`config.mk`:
```
export PLATFORM = sky130hd
export DESIGN_NAME = cart_read_return
export DESIGN_NICKNAME = d
export VERILOG_FILES = /design/src/rtl/cart_read_return.sv
export SDC_FILE = /design/constraint.sdc
export NUM_CORES = 1
export LEC_CHECK = 0
export ABC_CLOCK_PERIOD_IN_PS = 800
export BUFFER_PORTS_ARGS = -buffer_cell sky130_fd_sc_hd__clkbuf_2
export CORE_AREA = 3 3 40 42
export DETAILED_ROUTE_END_ITERATION = 8
export DIE_AREA = 0 0 43 45
export HOLD_SLACK_MARGIN = 0.1
export PLACE_DENSITY_LB_ADDON = 0.2
export REMOVE_ABC_BUFFERS = 1
export SETUP_SLACK_MARGIN = 0.05
export SLEW_MARGIN = 10
export SYNTH_ARGS = -nofsm -noshare
export SYNTH_HDL_FRONTEND = slang
export SYNTH_SLANG_ARGS = --single-unit
```
`constraint.sdc`:
```
create_clock -name clk -period 0.8 [get_ports clk]
set_input_delay 0 -clock clk [delete_from_list [all_inputs] [get_ports clk]]
set_output_delay 0 -clock clk [all_outputs]
set_load 0.05 [all_outputs]
```
`src/rtl/cart_read_return.sv`:
```
`timescale 1ns/1ps

module cart_read_return (
   input  logic       clk,
   input  logic       reset,
   input  logic [7:0] rdata,
   input  logic       rdata_valid,
   output logic [7:0] d_to_cpu,
   output logic       rd_valid
);

   always_ff @(posedge clk) begin
      if (reset) begin
         rd_valid <= 1'b0;
      end else begin
         rd_valid <= rdata_valid;   // One pulse per read.
      end
   end

   // Last byte stays on the bus until the next read.
   always_ff @(posedge clk) begin
      if (rdata_valid) begin
         d_to_cpu <= rdata;
      end
   end

endmodule

```
==> flow_summary.yaml, run 1 <==
sta:
  tightest_slew_ns: 0.218
  slew_violations: 0
  fmaxAchievable_mhz: 1230
  rsz0062_at_grt: "true"
  final-hold-violation-count: 0
  period_minus_slack_ns: 0.812
  min_period_over_period: 1.02
  fin_ws_ns: -0.0125
  relSlewSlack: 0.855
  finalSetupViolCount: 8
setup_path:
  cp_cell_sequence: "clkbuf_8"
  crit_path_end_kind: "primary output"
  path_buf_inv: 1
  required_ns: 0.80
  crit_type: "flop to primary output"
  cp_data_arrival_time_ns: 0.81
  critical-path-max-stage-delay_ns: 0.37
  cpLargestDelayFamily: "flip-flops"
  path_max_fanout: 1
  cpMaxStageDelayCell: "edfxtp_1"
  start_kind: "flop"
power:
  p_total_w: 0.00118
  peakVddDrop_uv: 616
  internal-power_w: 0.000872
  p_per_area_mw_per_mm2: 1990
  clkPwrFrac: 0.282
  leakage_nw: 0.257
  switchingPower_w: 0.000311
  comb_power_share: 0.240
  swShare: 0.263
  seqPwrFrac: 0.478
global_routing:
  overflow: 0
  grt_first_pass_wirelength_um: 848
  grt_start_max_net_pins: 10
  grt_pass1_vias: 217
  grt_usage: 0.0640
  antenna_found_initial: 0
logic_synthesis:
  yosysWarningCount: 0
  avgSynthCellArea_um2: 27.4
  synth_area_um2: 274
  synth_seq_cells: 9
  yosysUniqueCellTypes: 3
  syn_inst: 10
  synth-seq-area-share: 0.950
routing:
  dr.max_layer_used: "met3"
  vias: 199
  wl_met2_um: 285
  first_pass_iters: 3
  drtIter0Drc: 1
  m1WireLength_um: 191
  routed_wl_um: 530
  route.detailed.drc: 0
  vias_per_cell: 3.49
  wl_per_cell_um: 9.30
  dr_wl_met3_um: 54
  ant_nets: 0
floorplan:
  die-height_um: 45
  die_area_mm2: 0.00194
  io-pin-count: 20
  die_w_um: 43
  design.core.area_mm2: 0.00128
  rows: 13
  initial_core_util: 0.213
cells_and_area:
  antenna_cells: 0
  final_common_cell: "clkbuf_2"
  syn_to_final_growth_pct: 117
  utilization: 0.463
  nNetsFinal: 54
  final_cell_mix: "10 x clkbuf_2, 9 x dlygate4sd3_1, 8 x edfxtp_1, 8 x clkbuf_8, 3 x clkbuf_4"
  drive_gt1_frac: 0.571
clocking:
  cts_tree: "built"
  cts_root_buf: "clkbuf_4"
  post_cts_buffers: 0
  cts.clk_slew.worst_paths_ns: 0.06
  cts.sinks: 9
  h-tree-depth: 1
  clock_path_buffers: 2
  cts_buffers: 3
run:
  drv_cap: 0
run_status:
  status: "complete, but fails checks"
  violations: "negative setup slack"
place:
  portBuffers: 19
  place.gp.congestion: 0.536
min_path:
  holdCritPathClass: "input port to flop"
state kept, by name (all words and copies together), names as in the netlist:
name	flops
d_to_cpu	8
rd_valid	1
stage by stage:
stage / setup WS (ns) / hold WS (ns) / setup TNS, ns / cell area [um^2] / std cells
after floorplan: 0.199 / 0.0643 / 0 / 274 / 10
after global placement: 0.220 / 0.178 / 0 / 388 / 44
after detailed placement: 0.212 / 0.179 / 0 / 388 / 44
after CTS: -0.0263 / 0.129 / -0.152 / 596 / 57
after global routing: -0.0617 / 0.130 / -0.362 / 596 / 57
final: -0.0125 / 0.123 / -0.0414 / 596 / 57
power groups by stage:
stage	registers, W	logic, W	clock network (W)
finish	0.000565	0.000284	0.000333
global route	0.000568	0.000295	0.000382
CTS	0.000565	0.000287	0.000355
detailed placement	0.000568	0.000195	0
global placement	0.000568	0.000193	0
floorplan	0.000696	0.00000442	0
cells by family after synthesis:
group / Yosys count / synth area share
DFF: 9 / 0.950
and+or+nand+nor: 1 / 0.0502
final cells by class:
| type | count | area (um^2) |
|---|---|---|
| flip-flops and latches | 9 | 262 |
| clock buffers | 4 | 26.3 |
| fillers | 126 | 689 |
| multi-input cells | 1 | 13.8 |
| well taps | 15 | 18.8 |
| repair buffers | 28 | 275 |
timing repair:
item | 4_1_cts | 5_1_grt
gates resized for setup | 20 | 0
endpoints found under the hold margin | 9 | 0
pin swaps | 0 | 0
endpoints found under the setup margin | 9 | 9
hold buffers | 9 | 0
per-layer routing:
layer,track usage,vias to the layer above
met2,0.0928,11
li1,-,103
met5,0,-
met4,0.0542,0
met1,0.0673,85
met3,0.0359,0
cells in the mapped netlist:
cell type / instances / area (um^2)
dfxtp_1: 1 / 20.0
edfxtp_1: 8 / 240
nor2b_4: 1 / 13.8
final timing paths:
path	from	end	slack, ns	cells after the start
max	d_to_cpu[5]$_DFFE_PP_	d_to_cpu[5]	-0.01	1
min	rdata_valid	rd_valid$_SDFF_PP0_	0.12	2
Power figures use the tool's default switching activity.
==> run 2, diff against run 1 <==
--- a/config.mk
+++ b/config.mk
@@ -8,6 +8,7 @@
 export ABC_CLOCK_PERIOD_IN_PS = 800
 export BUFFER_PORTS_ARGS = -buffer_cell sky130_fd_sc_hd__clkbuf_2
 export CORE_AREA = 3 3 40 42
+export CTS_BUF_LIST = sky130_fd_sc_hd__clkbuf_8
 export DETAILED_ROUTE_END_ITERATION = 8
 export DIE_AREA = 0 0 43 45
 export HOLD_SLACK_MARGIN = 0.1
==> run 2 against run 1 <==
  * Core utilization increased by 0.68 points
  * Non-clock buffer count unchanged
  * Routed wire length increased by 0.57%
  * Largest power group unchanged
  * Flip-flop and latch count unchanged
  * First-iteration DRC count unchanged
  * The flow now finishes without violations
  * Worst setup slack improved by 0.026 ns
  * Cell count unchanged
  * Combinational power decreased by 1%
  * Hold slack improved by 0.028 ns
==> flow_summary.yaml, run 2 (synthesis gave the netlist of run 1 again) <==
global_routing:
  grt_first_pass_wirelength_um: 862
  grt_start_max_net_pins: 10
  overflow: 0
  antenna_found_initial: 0
  grt_pass1_vias: 223
  grt_usage: 0.0649
power:
  leakage_nw: 0.265
  peakVddDrop_uv: 641
  p_total_w: 0.00135
  p_per_area_mw_per_mm2: 2230
floorplan:
  io-pin-count: 20
  die_w_um: 43
  initial_core_util: 0.213
  die-height_um: 45
  rows: 13
  die_area_mm2: 0.00194
  design.core.area_mm2: 0.00128
run:
  drv_cap: 0
cells_and_area:
  drive_gt1_frac: 0.571
  final_common_cell: "clkbuf_8"
  max_flop_register: "d_to_cpu"
  largest_reg_flops: 8
  final_cell_mix: "11 x clkbuf_8, 10 x clkbuf_2, 9 x dlygate4sd3_1, 8 x edfxtp_1"
  antenna_cells: 0
  syn_to_final_growth_pct: 121
  reg_top3: "d_to_cpu x8, rd_valid x1"
  fin_area_um2: 604
  nNetsFinal: 54
sta:
  setup_tns_ns: 0
  final-hold-violation-count: 0
  relSlewSlack: 0.852
  fmaxAchievable_mhz: 1270
  slew_violations: 0
  finalSetupViolCount: 0
  min_period_over_period: 0.983
  period_minus_slack_ns: 0.786
  tightest_slew_ns: 0.222
  rsz0062_at_grt: "true"
routing:
  route.detailed.drc: 0
  wl_per_cell_um: 9.35
  vias_per_cell: 3.47
  drtIter0Drc: 1
  vias: 198
  first_pass_iters: 2
  ant_nets: 0
  routed_wl_um: 533
setup_path:
  start_kind: "flop"
  required_ns: 0.80
  cp_cell_sequence: "clkbuf_8"
  startpoint: "d_to_cpu[5]$_DFFE_PP_"
  cpLargestDelayFamily: "flip-flops"
  cpMaxStageDelayCell: "edfxtp_1"
  crit_path_end_kind: "primary output"
  path_buf_inv: 1
  cp_data_arrival_time_ns: 0.79
  path_max_fanout: 1
  critical-path-max-stage-delay_ns: 0.37
  crit_type: "flop to primary output"
min_path:
  holdCritPathClass: "input port to flop"
  min_from: "rdata_valid"
place:
  dpl_cell_area_um2: 388
  place.gp.congestion: 0.536
  portBuffers: 19
clocking:
  clock_path_buffers: 2
  cts.clk_slew.worst_paths_ns: 0.05
  cts_buffers: 3
  h-tree-depth: 1
  cts_root_buf: "clkbuf_8"
  post_cts_buffers: 0
  cts_tree: "built"
  cts.sinks: 9
run_status:
  status: "completed"
[run 2: cell count changes in the layout (fill, tap and decap cells not counted)]
cell	before	now
clkbuf_4	3	0
clkbuf_16	1	0
inv_1	0	1
buf_8	0	1
clkbuf_1	1	0
clkbuf_8	8	11
[run 2: final timing paths]
kind                                   to  slack, ns  depth (start not counted)
worst max-delay path          d_to_cpu[5]       0.01                          1
worst min-delay path  rd_valid$_SDFF_PP0_       0.15                          2
[run 2: cell type report]
class | count | area, um^2
Multi-Input combinational cell | 1 | 13.8
Tap cell | 15 | 18.8
Timing Repair Buffer | 28 | 265
Clock inverter | 1 | 3.75
Clock buffer | 3 | 41.3
Sequential cell | 9 | 262
Fill cell | 126 | 681
[run 2: power by group]
group	leakage, nW	switching [W]	total, W	internal [W]
registers	0.0869	0.0000132	0.000567	0.000554
logic	0.151	0.000156	0.000280	0.000125
clock network	0.0269	0.000170	0.000503	0.000333
[run 2: through the flow]
stage               hold WS, ns  utilization  setup WS (ns)  instances
detailed placement        0.179        0.302          0.212         44
CTS                       0.160        0.468        0.00184         57
floorplan                0.0643            -          0.199         10
finish                    0.152        0.470         0.0140         57
global placement          0.178        0.302          0.220         44
global route              0.165        0.470        -0.0220         57
[run 2: what timing repair did]
action | in CTS | in global routing
endpoints found under the setup margin | 9 | 9
gates resized for setup | 18 | 2
endpoints found under the hold margin | 9 | 0
hold buffers | 9 | 0
[run 2: metal layers]
layer	part of all wire	GRT usage	vias to the layer above
met5	0	0	-
li1	-	-	102
met1	0.37	0.0698	85
met2	0.53	0.0928	11
met3	0.099	0.0359	0
met4	0	0.0542	0
