### config.mk
export PLATFORM = sky130hd
export DESIGN_NAME = cart_slot_mapper
export DESIGN_NICKNAME = d
export VERILOG_FILES = /design/src/rtl/msx_cart_pkg.sv /design/src/rtl/ascii16_mapper.sv /design/src/rtl/cart_slot_mapper.sv
export SDC_FILE = /design/constraint.sdc
export NUM_CORES = 1
export LEC_CHECK = 0
export BUFFER_PORTS_ARGS = -buffer_cell sky130_fd_sc_hd__buf_2
export CAP_MARGIN = 30
export CORE_AREA = 3 3 84 86
export CTS_CLUSTER_DIAMETER = 200
export CTS_CLUSTER_SIZE = 28
export DETAILED_ROUTE_END_ITERATION = 6
export DIE_AREA = 0 0 87 89
export GPL_ROUTABILITY_DRIVEN = 0
export SLEW_MARGIN = 20
export SYNTH_ARGS = -nofsm -noshare
export SYNTH_HDL_FRONTEND = slang
export SYNTH_SLANG_ARGS = --single-unit
export TNS_END_PERCENT = 50
### constraint.sdc
create_clock -name clk -period 3.4 [get_ports clk]
set_input_delay 0.17 -clock clk [delete_from_list [all_inputs] [get_ports clk]]
set_output_delay 0.17 -clock clk [all_outputs]
set_load 0.005 [all_outputs]
### src/rtl/msx_cart_pkg.sv
package msx_cart_pkg;

   // One captured CPU cycle, 27 bits.
   typedef struct packed {
      logic [15:0] addr;
      logic [7:0]  data;          // CPU write data.
      logic        rd_start;      // One-cycle read pulse.
      logic        wr_start;      // One-cycle write pulse.
      logic        slot;
   } cart_bus_t;

   // One memory request, 36 bits.
   typedef struct packed {
      logic [24:0] mem_addr;
      logic        sram_oe;       // Cycle goes to SRAM.
      logic        sram_we;
      logic        rd;
      logic [7:0]  wdata;
   } mem_req_t;

   // rom_size is counted in 8 KB pages.
   localparam int PAGE_BITS = 13;

   // Smallest SRAM mask, so small ROMs still see SRAM at bank 10h.
   localparam logic [7:0] SRAM_MASK_MIN = 8'h10;

   // Bank 0 comes up here in the alternative variant.
   localparam logic [7:0] BANK0_RESET_ALT = 8'h0f;

endpackage

### src/rtl/ascii16_mapper.sv
`timescale 1ns/1ps

module ascii16_mapper (
   input  logic                     clk,
   input  logic                     reset,
   input  logic [24:0]              rom_size,
   input  logic                     r_type,
   input  msx_cart_pkg::cart_bus_t  bus,
   input  logic                     sel,
   output logic [24:0]              mem_addr,
   output logic                     sram_oe,
   output logic                     sram_we
);

   import msx_cart_pkg::*;

   logic [7:0] bank0;
   logic [7:0] bank1;
   logic [7:0] page_count;
   logic [7:0] page_mask;
   logic [7:0] sram_mask;
   logic [7:0] bank_base;
   logic       bank_write;

   assign page_count = rom_size[PAGE_BITS +: 8];
   assign page_mask  = page_count - 8'd1;            // ROM page wrap.
   assign sram_mask  = (page_count > SRAM_MASK_MIN) ? page_count : SRAM_MASK_MIN;

   assign bank_write = sel & bus.wr_start;

   always_ff @(posedge clk) begin
      if (reset) begin
         bank0 <= r_type ? BANK0_RESET_ALT : 8'h00;
         bank1 <= 8'h00;
      end else if (bank_write) begin
         if (r_type) begin
            // Only bank 1 is writable, bit 4 picks SRAM or a small ROM page.
            if (bus.addr[15:12] == 4'b0111) begin
               if (bus.data[4]) begin
                  bank1 <= {5'b00010, bus.data[2:0]};
               end else begin
                  bank1 <= {3'b000, bus.data[4:0]};
               end
            end
         end else begin
            case (bus.addr[15:11])
               5'b01100: bank0 <= bus.data;       // 6000h-67FFh.
               5'b01110: bank1 <= bus.data;       // 7000h-77FFh.
               default: ;
            endcase
         end
      end
   end

   // 4000h-7FFFh uses bank 0, 8000h-BFFFh bank 1.
   assign bank_base = bus.addr[15] ? bank1 : bank0;

   always_comb begin
      sram_oe = sel & (|(bank_base & sram_mask));
      sram_we = sel & bus.wr_start & (|(bank1 & sram_mask)) &
                (bus.addr[15:14] == 2'b10);
   end

   always_comb begin
      if (sram_oe) begin
         mem_addr = {12'd0, bus.addr[12:0]};      // 8 KB SRAM window.
      end else begin
         mem_addr = {3'd0, bank_base & page_mask, bus.addr[13:0]};
      end
   end

endmodule

### src/rtl/cart_slot_mapper.sv
`timescale 1ns/1ps

module cart_slot_mapper (
   input  logic                     clk,
   input  logic                     reset,
   input  logic [24:0]              rom_size,
   input  logic                     r_type,
   input  msx_cart_pkg::cart_bus_t  bus,
   output msx_cart_pkg::mem_req_t   req
);

   logic        start;
   logic [24:0] mem_addr_a;
   logic [24:0] mem_addr_b;
   logic        sram_oe_a;
   logic        sram_oe_b;
   logic        sram_we_a;
   logic        sram_we_b;

   assign start = bus.rd_start | bus.wr_start;

   ascii16_mapper ascii16_mapper_a (
      .clk      (clk),
      .reset    (reset),
      .rom_size (rom_size),
      .r_type   (r_type),
      .bus      (bus),
      .sel      (start & ~bus.slot),
      .mem_addr (mem_addr_a),
      .sram_oe  (sram_oe_a),
      .sram_we  (sram_we_a)
   );

   ascii16_mapper ascii16_mapper_b (
      .clk      (clk),
      .reset    (reset),
      .rom_size (rom_size),
      .r_type   (r_type),
      .bus      (bus),
      .sel      (start & bus.slot),
      .mem_addr (mem_addr_b),
      .sram_oe  (sram_oe_b),
      .sram_we  (sram_we_b)
   );

   always_comb begin
      req.mem_addr = bus.slot ? mem_addr_b : mem_addr_a;
      req.sram_oe  = bus.slot ? sram_oe_b  : sram_oe_a;
      req.sram_we  = bus.slot ? sram_we_b  : sram_we_a;
      req.rd       = bus.rd_start;
      req.wdata    = bus.data;
   end

endmodule

==> summary.md <==
| Metric | Value |
|---|---|
| Outcome | `completed` |
| Cts bufs inserted | `5` |
| Synth top area share | `between 20% and 30%` |
| Setup TNS Final | `0 ns` |
| Drt wl/cell | `about 15 um` |
| Placeable Area | `between 0.006 and 0.007 mm^2` |
| Syn_area_per_cell | `between 9 and 10 um^2` |
| Routed WL | `4.72 mm` |
| Max Used Layer | `met4` |
| EDFF count, synth | `16` |
| Core Rows | `29` |
| DRT iter0 DRCs | `about 40` |
| Final instance area | `0.00238 mm^2` |
| Critical path cell sequence | `mux2_2 -> a22oi_1 -> o22ai_1 -> o2bb2a_2 -> o22ai_1 -> buf_2` |
| Fin crit share | `a little over three fifths` |
| Nature of the critical path endpoint | `primary output` |
| Die area | `0.00774 mm^2` |
| Synthesized area | `0.00220 mm^2` |
| Area of placed instances | `0.00228 mm^2` |
| GRT Overall Usage | `between 10 and 15%` |
| Clock share of power | `between 30% and 40%` |
| Root Driver | `clkbuf_8` |
| Logic gate share of total power | `between 10% and 20%` |
| Max Slew Vio Count | `0` |
| Data required, critical path | `3.23 ns` |
| Worst EP arrival | `just under 2 ns` |
| Min-delay worst type | `primary input to register` |
| Seq pwr share | `a little under half` |
| Reg-to-Reg Start | `ascii16_mapper_a.bank1[5]` |
| Largest net degree at the start of global routing | `28` |
| Vias/cell | `4.96` |
| Commonest cells post-synth | `buf_4 (25), nor2_1 (22), mux2i_1 (18)` |
| Hold Worst Slack | `approximately 0.17 ns` |
| H-tree depth | `2` |
| Post-synthesis cell type count | `between 40 and 50` |
| Cells on worst reg2reg path | `2` |
| Synthesis Warnings | `0` |
| Count of maximum capacitance violations | `0` |
| Most frequent cell after synthesis | `buf_4` |
| Main synth FF type | `edfxtp_1` |
| DRC viols | `0` |
| Setup Fix Bufs, Post-CTS | `0` |
| Net Sw Power | `about 220 uW` |
| Initial antenna violation count | `0` |
| CTS sink cnt | `32` |
| Max Freq | `0.470 GHz` |
| Ports | `slightly above 90` |
| Port bufs | `48` |
| Starting Density | `between 30% and 40%` |
| Worst hold path cell count | `3` |
| Die width | `a little under 90 um` |
| Vias | `roughly 1600` |
| Hold EP | `ascii16_mapper_a.bank1[1]` |
| Die Ht | `between 80 and 90 um` |
| R2R Setup Slk | `2.74 ns` |
| Beginning of the worst hold path | `bus[4]` |
| Clock buffer depth | `2` |
| Register area | `approximately 800 um^2` |
| Critical Path Max Stage Delay | `~0.37 ns` |
| Skew final | `0 ns` |
| Power Dens Cells | `just under 400 mW/mm^2` |
| Fraction of layout cells with a size suffix above 1 | `about a third` |
| Crit path kind | `register to primary output` |
| Number of diodes | `0` |
| Final number of setup-violating endpoints | `0` |
| Global-route wire length before repair | `slightly below 8 mm` |
| Final Hold Vio Count | `0` |
| Startpoint Class | `register` |
| Least-Margin Pin Slew | `between 0.4 and 0.5 ns` |
| Flops & latches, synth | `32` |
| FFs w/ async S/R, synth | `0%` |
| Antenna Nets Post-Route | `0` |
| Setup repair after global routing missed its margin | `false` |
| Met2 wire len | `~2.2 mm` |
| Post-cts sizing count | `0` |
| Area leader, netlist | `edfxtp_1` |
| Internal | `approximately 710 uW` |
| Tmin final | `2.13 ns` |
| Fillers | `647` |
| Area Growth Syn to Fin | `8.49%` |
| Seq/Total Area, Yosys | `a little over a third` |
| Relative slew slack | `about 67%` |
| Drt first pass iters | `4` |
| Max IR drop VDD | `roughly 0.19 mV` |
| Worst R2R End | `ascii16_mapper_a.bank1[5]` |
| Multi-input logic area | `approximately 0.0011 mm^2` |
| DP Wirelength | `between 3 and 4 mm` |
| Vias in the first global route | `1583` |
| Wl on met1 | `between 2 and 2.5 mm` |
| Worst-skew pair later-pin latency | `approximately 0.27 ns` |
| Crit-path most repeated cell | `o22ai_1` |
| CP Max Fanout | `8` |
| CTS tree | `done` |
| Hold_buf cts | `0` |
| Met3 WL post-DR | `238 um` |
| Top post-synthesis cells by area | `edfxtp_1 (22%), dfxtp_1 (15%), buf_4 (8.5%)` |
| Slowest CP cell | `edfxtp_1` |
| Worst-path clk slew | `about 0.060 ns` |
| Nets | `approximately 300` |
| Sw Share | `a little under a quarter` |
| Post-synthesis instance total | `226` |
| Static Leak | `roughly 1.1 nW` |
| Overflow after GRT | `0` |
## cells in the final DEF, fill, tap and decap left out, types with 3 or more instances in the layout
master	Yosys	routed
buf_2	4	48
nor2_1	22	22
mux2i_1	18	18
nand2_1	17	17
edfxtp_1	16	16
dfxtp_1	16	16
mux2_2	12	12
o21ai_0	9	9
inv_1	8	8
o22ai_1	8	8
nor2b_1	8	8
clkbuf_8	0	5
a22oi_1	4	4
a22o_1	4	4
a21oi_1	3	3
nand3_2	3	3
nor4_1	3	3
xor2_1	3	3
o31ai_1	3	3
conb_1	1	3
## layout make-up
type                            count  share of cell area [%]
Clock buffer                        6                    3.04
Sequential cell                    32                    33.6
Tap cell                           77                    4.04
Timing Repair Buffer               48                    10.1
Clock inverter                      2                    1.47
Inverter                            8                    1.26
Multi-Input combinational cell    150                    46.5
## power groups by stage
stage,Combinational (mW),Clock [mW],Sequential (mW)
6_report,0.158,0.342,0.429
5_1_grt,0.176,0.370,0.431
4_1_cts,0.160,0.351,0.430
3_5_place_dp,0.159,0,0.438
3_3_place_gp,0.157,0,0.437
2_1_floorplan,0.132,0,0.436
## metal layers
| metal | GRT usage, % | up-vias |
|---|---|---|
| met3 | 3.04 | 10 |
| met4 | 5.24 | 0 |
| met2 | 20.8 | 31 |
| met1 | 16.6 | 736 |
| li1 | - | 825 |
| met5 | 0 | - |
## stage by stage
| stage | total power [mW] | setup WS, ns | cells | util (%) |
|---|---|---|---|---|
| 2_1_floorplan | 0.568 | 1.78 | 228 | - |
| 3_3_place_gp | 0.595 | 1.30 | 315 | 35.8 |
| 3_5_place_dp | 0.597 | 1.30 | 315 | 35.8 |
| 4_1_cts | 0.941 | 1.23 | 323 | 37.5 |
| 5_1_grt | 0.977 | 1.14 | 323 | 37.5 |
| 6_report | 0.930 | 1.27 | 323 | 37.5 |
## worst max path at each step
stage	start	end	slack, ns	cells after the start
6_report	ascii16_mapper_b.bank0[0]	req[27]	1.27	6
5_1_grt	ascii16_mapper_a.bank1[0]	req[9]	1.14	6
3_5_place_dp	bus[26]	req[27]	1.30	7
3_3_place_gp	bus[26]	req[27]	1.30	7
4_1_cts	ascii16_mapper_a.bank1[1]	req[9]	1.23	6
2_1_floorplan	bus[26]	req[25]	1.78	7
## logic make-up after synthesis
family | count (synthesis) | share of synthesized area (%)
simple gates | 63 | 15.3
mux | 32 | 15.7
flops | 32 | 36.4
xor+xnor | 5 | 1.99
compound gates | 45 | 15.8
other cells | 1 | 0.171
fa+ha+maj | 2 | 1.14
buf+inv | 46 | 13.4
## flip-flops by register name, summed over array words and instances, names as in the netlist
signal	cells
ascii16_mapper_b.bank1	8
ascii16_mapper_a.bank1	8
ascii16_mapper_b.bank0	8
ascii16_mapper_a.bank0	8
## critical path: cells and delay by family (launching register included)
| family | cells | cell delay [ns] |
|---|---|---|
| mux | 1 | 0.28 |
| flops | 1 | 0.37 |
| compound gates | 4 | 0.89 |
| buf+inv | 1 | 0.14 |
Power figures use the tool's default switching activity.
