**config.mk**
```make
export PLATFORM = sky130hd
export DESIGN_NAME = cpu_cycle_capture
export DESIGN_NICKNAME = d
export VERILOG_FILES = /design/src/rtl/msx_cart_pkg.sv /design/src/rtl/cpu_cycle_capture.sv
export SDC_FILE = /design/constraint.sdc
export NUM_CORES = 1
export LEC_CHECK = 0
export ABC_AREA = 1
export BUFFER_PORTS_ARGS = -buffer_cell sky130_fd_sc_hd__buf_2
export CORE_MARGIN = 3
export CORE_UTILIZATION = 36
export CTS_CLUSTER_DIAMETER = 30
export DETAILED_ROUTE_END_ITERATION = 10
export PLACE_DENSITY = 0.79
export SLEW_MARGIN = 20
export SYNTH_ARGS = -nofsm -noshare
export SYNTH_HDL_FRONTEND = slang
export SYNTH_SLANG_ARGS = --single-unit
```
**constraint.sdc**
```tcl
create_clock -name clk -period 1.3 [get_ports clk]
set_input_delay 0.065 -clock clk [delete_from_list [all_inputs] [get_ports clk]]
set_output_delay 0.065 -clock clk [all_outputs]
set_load 0.05 [all_outputs]
```
**src/rtl/msx_cart_pkg.sv**
```systemverilog
package msx_cart_pkg;

   // One captured CPU cycle, 27 bits.
   typedef struct packed {
      logic [15:0] addr;
      logic [7:0]  data;          // CPU write data.
      logic        rd_start;      // One-cycle read pulse.
      logic        wr_start;      // One-cycle write pulse.
      logic        slot;
   } cart_bus_t;

   // One memory request, 36 bits.
   typedef struct packed {
      logic [24:0] mem_addr;
      logic        sram_oe;       // Cycle goes to SRAM.
      logic        sram_we;
      logic        rd;
      logic [7:0]  wdata;
   } mem_req_t;

   // rom_size is counted in 8 KB pages.
   localparam int PAGE_BITS = 13;

   // Smallest SRAM mask, so small ROMs still see SRAM at bank 10h.
   localparam logic [7:0] SRAM_MASK_MIN = 8'h10;

   // Bank 0 comes up here in the alternative variant.
   localparam logic [7:0] BANK0_RESET_ALT = 8'h0f;

endpackage

```
**src/rtl/cpu_cycle_capture.sv**
```systemverilog
`timescale 1ns/1ps

module cpu_cycle_capture (
   input  logic                     clk,
   input  logic                     reset,
   input  logic [15:0]              addr,
   input  logic [7:0]               d_from_cpu,
   input  logic                     rd,
   input  logic                     wr,
   input  logic                     cs,
   input  logic                     slot,
   output msx_cart_pkg::cart_bus_t  bus
);

   logic rd_act;
   logic wr_act;
   logic rd_prev;
   logic wr_prev;

   assign rd_act = rd & cs;   // Strobes only count while selected.
   assign wr_act = wr & cs;

   // Previous qualified levels, for edge detection.
   always_ff @(posedge clk) begin
      if (reset) begin
         rd_prev <= 1'b0;
         wr_prev <= 1'b0;
      end else begin
         rd_prev <= rd_act;
         wr_prev <= wr_act;
      end
   end

   // Start pulses go high for the cycle after the first active sample.
   always_ff @(posedge clk) begin
      if (reset) begin
         bus.rd_start <= 1'b0;
         bus.wr_start <= 1'b0;
      end else begin
         bus.rd_start <= rd_act & ~rd_prev;
         bus.wr_start <= wr_act & ~wr_prev;
      end
   end

   // Payload travels with the pulses.
   always_ff @(posedge clk) begin
      bus.addr <= addr;
      bus.data <= d_from_cpu;
      bus.slot <= slot;
   end

endmodule

```
==> metrics list, run 1 <==
- Fraction of the mapped netlist area in simple logic gates: 4.13%
- Summing the areas of all xor and xnor instances in the mapped netlist gives 0% of the synthesized area.
- The min-delay analysis places its worst path in the category in -> reg.
- Starting density of the core: 39.3%
- Count of cell types in the netlist: 4
- Of the post-synthesis cell area, the dominant cell type holds 95.9%.
* Number of antenna violations at the first check in global routing: 0
- Post-detailed-route count of antenna-violating nets: 0
* Register-to-Register Setup Slack: 0.74 ns
- The region available for standard cell placement spans 0.00154 mm2.
* All-layer global routing usage: 20.1%
* # IOs: 57
- Fraction of layout instances using a drive strength above 1: 48.5%
- Layout-stage area growth over the synthesis result: 115%
- In this run the critical register-to-register path is captured at bus[2].
- Vias/cell: 4.11
- Worst VDD drop: 0.999 mV
* Kind of capture point of the worst setup path: flip-flop
- By area, the combinational part of the netlist is dominated by simple AND/OR/NAND/NOR gates.
- For this block, the initial DRC count from the detailed router was 11.
- Combined flip-flop and latch cell area: 581 um2
- Min-Delay Endpoint: bus[26]
- Number of detailed-route iterations in the first pass: 4
- Multi-input combinational cell area: 25.0 um2
- Synth Area in Compound Gates: 0%
- For this run, the number of Yosys warnings is 0.
- Multiplexer share of the synthesized area: 0%
- Setup TNS after final layout: 0 ns
* Overall routed net length: 1850 um
- The final-report max-slew violation count was 0.
- Critical Path RT: 1.55 ns
- Setup violations remaining at the end of the flow were counted as 0.
* Number of buffers inserted during clock tree synthesis: 5
- Worst-case setup slack after placement: 0.685 ns
- Top library cells by usage in the layout, fill and taps aside: 56 x buf_2, 31 x dlygate4sd3_1, 29 x dfxtp_1, 5 x clkbuf_4
- Number of global-route vias before repair: 681
- Die outline area: 0.00221 mm2
* Post-Synth Adder-Cell Area: 0%
- Worst Max-Slew Pin Slew: 0.270 ns
* Outcome: finished clean
* Maximum level of the CTS H-tree: 2
* Power per Cell Area: 1550 mW/mm2
- TritonCTS built the clock tree.
- Summed over all cells, the static leakage comes to 0.652 nW.
- DP HPWL: 905 um
- In this run the critical register-to-register path is launched from rd_prev.
* Least setup slack across all paths after layout: 0.0989 ns
- Number of nets in the layout: 159
- For this run, the register share of the synthesized area comes to 95.9%.
- Die width: 47.0 um
- Clk Latency, worst-skew pair: 0.32 ns
* Y dimension of the die: 47.0 um
- Once the clock tree was built, the resizer swapped 0 gates to a different size.
- Seq cells post-synth: 29
- Pin count of the biggest net entering global routing: 10
- Relative slew margins: 82.1%
- Port Buffer Count: 56
- Counting the fill cells in the layout gives 83.
- Cell depth of the worst min-delay path: 2
- Leaving out fill and tap cells, the most frequent cell in the layout is buf_2.
- Clock-pin slew of the registers on the worst-case setup and hold paths: 0.09 ns
- Launch instance of the worst min-delay path: addr[15]
- Setup repair after global routing left no endpoint under its margin.
* Nets in the synthesized netlist: 65
* DR WL/cell: 12.6 um
* First-pass GRT wire length: 2880 um
- STA classifies the critical path startpoint as a primary input.
- Critical path arrival: 1.45 ns
* Clock period minus final worst setup slack: 1.20 ns
- Biggest area consumer among synthesized cells: dfxtp_1
* Depth of the most critical reg-to-reg path: 1
* Crit Path Category: in -> reg
- For this block, the via count after detailed routing is 600.
- Biggest area contributors in the synthesized netlist: dfxtp_1 96%, nor3_1 1.7%, nand2_1 1.2%
- Timing would allow up to 833 MHz.
- The tree is rooted in a clkbuf_4.
- Period Utilization, post-route: 92.4%
- CTS Sinks: 29
- After detailed routing, the number of remaining DRC violations is 0.
- Post-Synthesis Cells: 35
* Mean Syn Cell Area: 17.3 um2
* Clk buf depth: 2
- Final antenna diode count: 0
- The synthesized netlist occupies a cell area of 606 um2.
- Across the run, the number of max-cap violations was 0.
- Routability-driven placement finished with a final weighted congestion of 0.649.
- Of all nets on the critical path, the largest fanout is 2.
- Overall overflow remaining after global route: 0
- Number of hold-slack violations in the final timing report: 0
- Worst Clk Skew: 0.000133 ns
* Row Count: 14
## kinds of logic (layout without fill, tap and decap cells)
kind of cell,count (synthesis),in the layout
and+or+nand+nor,6,6
DFF,29,29
buffers and inverters,0,95
## registers in the layout, indices dropped and copies added (netlist names)
signal	cells
bus	27
rd_prev	1
wr_prev	1
## per-stage QoR
stage | util, % | total power, mW | hold WS (ns) | area [um2] | cells
6_report | 84.4 | 2.01 | 0.373 | 1300 | 146
5_1_grt | 84.4 | 2.09 | 0.368 | 1300 | 146
4_1_cts | 84.4 | 2.02 | 0.366 | 1300 | 146
3_5_place_dp | 58.8 | 1.21 | 0.169 | 906 | 107
3_3_place_gp | 58.8 | 1.21 | 0.167 | 906 | 107
2_1_floorplan | - | 1.13 | 0.0927 | 606 | 35
## report_power, final
group / internal [mW] / leakage, nW / switching [mW]
clock: 0.459 / 0.0455 / 0.288
combinational: 0.121 / 0.363 / 0.199
sequential: 0.934 / 0.244 / 0.0109
total: 1.51 / 0.652 / 0.499
## worst max-delay path, cell delays in order
cell and delay [ns]:
dlygate4sd3_1 0.53, buf_2 0.11, nand2_1 0.04, dlygate4sd3_1 0.57, nor3_1 0.13
## Yosys cell counts
master	number
nand2_1	2
nor2_1	2
dfxtp_1	29
nor3_1	2
## per-layer routing
layer | track usage, % | up-vias | wire length (um)
li1 | - | 296 | -
met1 | 18.1 | 261 | 624
met2 | 35.5 | 38 | 967
met3 | 10.7 | 5 | 216
met4 | 11.6 | 0 | 36
met5 | 0 | - | 0
## layout make-up
| type | count | share of cell area [%] |
|---|---|---|
| Sequential cell | 29 | 44.6 |
| Clock inverter | 1 | 2.31 |
| Clock buffer | 7 | 4.23 |
| Timing Repair Buffer | 87 | 45.4 |
| Tap cell | 16 | 1.54 |
| Multi-Input combinational cell | 6 | 1.92 |
## repair_timing
| action | 4_1_cts | 5_1_grt |
|---|---|---|
| hold endpoints to repair | 29 | 0 |
| buffers inserted | 0 | 0 |
| hold buffers | 31 | 0 |
## worst max-delay path by stage
stage / cells after the start / endpoint / startpoint / slack [ns]
CTS: 5 / bus[2] / rd / 0.16
detailed placement: 1 / bus[19] / bus[19] / 0.68
global route: 5 / bus[2] / rd / 0.06
global placement: 1 / bus[14] / bus[14] / 0.70
floorplan: 0 / bus[0] / bus[0] / 0.65
finish: 5 / bus[2] / rd / 0.1
Power figures use the tool's default switching activity.
==> run 2, diff against run 1 <==
--- a/config.mk
+++ b/config.mk
@@ -12,6 +12,7 @@
 export CTS_CLUSTER_DIAMETER = 30
 export DETAILED_ROUTE_END_ITERATION = 10
 export PLACE_DENSITY = 0.79
+export RECOVER_POWER = 50
 export SLEW_MARGIN = 20
 export SYNTH_ARGS = -nofsm -noshare
 export SYNTH_HDL_FRONTEND = slang
==> metrics list, run 2 (synthesis results as in run 1) <==
* Post-layout total power: 2.01 mW (about the same)
* Depth of the most critical reg-to-reg path: 1 (unchanged)
- Layout-stage area growth over the synthesis result: 114%
* Register-to-Register Setup Slack: 0.74 ns (about the same)
* Setup repair bufs after CTS: 0 (unchanged)
- Max Clock Freq: 833 MHz (about the same)
- Setup TNS after final layout: 0 ns (unchanged)
- DP HPWL: 905 um (unchanged)
* Die width: 47.0 um (unchanged)
- Overall routed net length: 1850 um (+0.22%)
* Clock period minus final worst setup slack: 1.20 ns (-0.0000838 ns)
- Cell depth of the worst min-delay path: 2 (unchanged)
- In this run the critical register-to-register path is launched from rd_prev.
- Y dimension of the die: 47.0 um (unchanged)
- Final standard cell area without fillers: 0.00130 mm2 (-0.19%)
* Leakage power summed over all cells: 0.647 nW (-0.81%)
* Maximum fanout count along the critical path: 2 (unchanged)
* Pin count of the biggest net entering global routing: 10 (unchanged)
- The clock sink total was 29 (unchanged).
- The critical path in this run is classified as in -> reg.
* Number of buffers inserted during clock tree synthesis: 5 (unchanged)
* First-pass GRT wire length: 2880 um (unchanged)
* Number of flip-flops under the largest register name: 27 (unchanged)
- RR Endpoint: bus[2]
- TritonCTS clock tree: done
* Top library cells by usage in the layout, fill and taps aside: 53 x buf_2, 31 x dlygate4sd3_1, 29 x dfxtp_1, 5 x clkbuf_4, 3 x clkbuf_1
* Critical path arrival: 1.45 ns (about the same)
- Fin. max-slew vios: 0 (unchanged)
- Clk buf depth: 2 (unchanged)
- The global-route total usage across every layer was 20.1% (unchanged).
- Launch instance of the worst min-delay path: addr[15]
- The source-to-sink clock delay at the later pin of the worst-skew pair was 0.32 ns (about the same).
- The required time at the worst-slack endpoint was 1.55 ns (about the same).
- The post-cts resize count is 0 (unchanged).
- The effective utilization at floorplan came to 39.3% (unchanged).
- Worst Max-Slew Pin Slew: 0.593 ns (+0.323 ns)
* Worst Clk Skew: 0.000133 ns (unchanged)
* Final antenna diode count: 0 (unchanged)
* Standard cell core area: 0.00154 mm2 (unchanged)
- The number of rows in the core area is 14 (unchanged).
- STA classifies the critical path endpoint as a flip-flop.
- Worst VDD drop: 0.999 mV (about the same)
- First DRT Iteration DRCs: 11 (unchanged)
- The post-detailed-placement cell area is 906 um2 (unchanged).
- Number of detailed-route iterations in the first pass: 4 (unchanged)
- The worst hold path belongs to the class in -> reg.
- Cell chosen for the clock root: clkbuf_4
- Relative slew margins: 60.6% (-21 points)
* Maximum level of the CTS H-tree: 2 (unchanged)
- The register with the most flip-flops in the final layout is bus.
* Regs by FF count: bus: 27 flops, rd_prev: 1 flops, wr_prev: 1 flops
- Number of vias after detailed routing: 600 (unchanged)
- The library cell used most frequently in the layout, excluding fill and tap cells, is buf_2.
* Final Setup Violations: 0 (unchanged)
* Fraction of layout instances using a drive strength above 1: 46.9% (-1.5 points)
- Min-Delay Endpoint: bus[26]
* Number of hold-slack violations in the final timing report: 0 (unchanged)
- Gpl congestion: 0.649 (unchanged)
- The clock slew seen by the registers of the worst setup and hold paths was 0.09 ns (about the same).
- Setup repair after global routing left no endpoint under its margin.
- Die outline area: 0.00221 mm2 (unchanged)
* Number of nets in the layout: 159 (unchanged)
- Power per Cell Area: 1550 mW/mm2 (+0.16%)
* # IOs: 57 (unchanged)
- The total of max-cap violations came to 0 (unchanged).
- The count of port buffers added during placement was 56 (unchanged).
- Vias/cell: 4.11 (unchanged)
- Number of antenna violations at the first check in global routing: 0 (unchanged)
- Post-detailed-route count of antenna-violating nets: 0 (unchanged)
- Number of global-route vias before repair: 681 (unchanged)
- The run finished with clean final reports.
* Period Utilization, post-route: 92.4% (about the same)
* Overall overflow remaining after global route: 0 (unchanged)
- STA classifies the critical path startpoint as a primary input.
- The post-route DRC violation count was 0 (unchanged).
- DR WL/cell: 12.7 um (+0.22%)
==> run 2: changes by cell type in the layout (fill, tap and decap cells not counted) <==
| cell | previous run | this run |
|---|---|---|
| buf_2 | 56 | 53 |
| clkbuf_1 | 1 | 3 |
| clkbuf_2 | 0 | 1 |
==> run 2: repair_timing <==
action                     CTS  global route
hold buffers                31             0
hold endpoints to repair    29             0
setup endpoints to repair    0             0
==> run 2: layout make-up <==
type	count	area [um2]
Timing Repair Buffer	87	588
Sequential cell	29	581
Fill cell	85	243
Clock buffer	7	55.1
Clock inverter	1	30.0
Multi-Input combinational cell	6	25.0
Tap cell	16	20.0
==> run 2: how the worst max path moves through the flow <==
stage	startpoint	cells past startpoint	end	slack [ns]
3_5_place_dp	bus[19]	1	bus[19]	0.68
6_report	rd	5	bus[2]	0.1
2_1_floorplan	bus[0]	0	bus[0]	0.65
5_1_grt	rd	5	bus[2]	0.06
3_3_place_gp	bus[14]	1	bus[14]	0.70
4_1_cts	rd	5	bus[2]	0.16
==> run 2: report_power, final <==
part | internal (mW) | leakage (nW) | total (mW) | switching [mW]
clock | 0.459 | 0.0455 | 0.747 | 0.288
combinational | 0.120 | 0.357 | 0.319 | 0.199
sequential | 0.934 | 0.244 | 0.945 | 0.0111
==> run 2: per-stage QoR <==
stage	utilization (%)	hold slack (ns)	setup slack (ns)	std cells
floorplan	-	0.0927	0.648	35
global placement	58.8	0.167	0.695	107
detailed placement	58.8	0.169	0.685	107
CTS	84.4	0.366	0.156	146
global route	84.3	0.368	0.0634	146
finish	84.3	0.373	0.0989	146
==> run 2: critical path, stage by stage <==
cell           delay (ns)
dlygate4sd3_1        0.53
buf_2                0.11
nand2_1              0.04
dlygate4sd3_1        0.57
nor3_1               0.13
==> run 2: routing by layer <==
layer  vias up  routed length [um]  share of wire, %  GRT usage, %
met1       261                 627                34          18.1
met3         5                 217                12          10.7
li1        296                   -                 -             -
met4         0                  36               1.9          11.6
met2        38                 967                52          35.5
met5         -                   0                 0             0
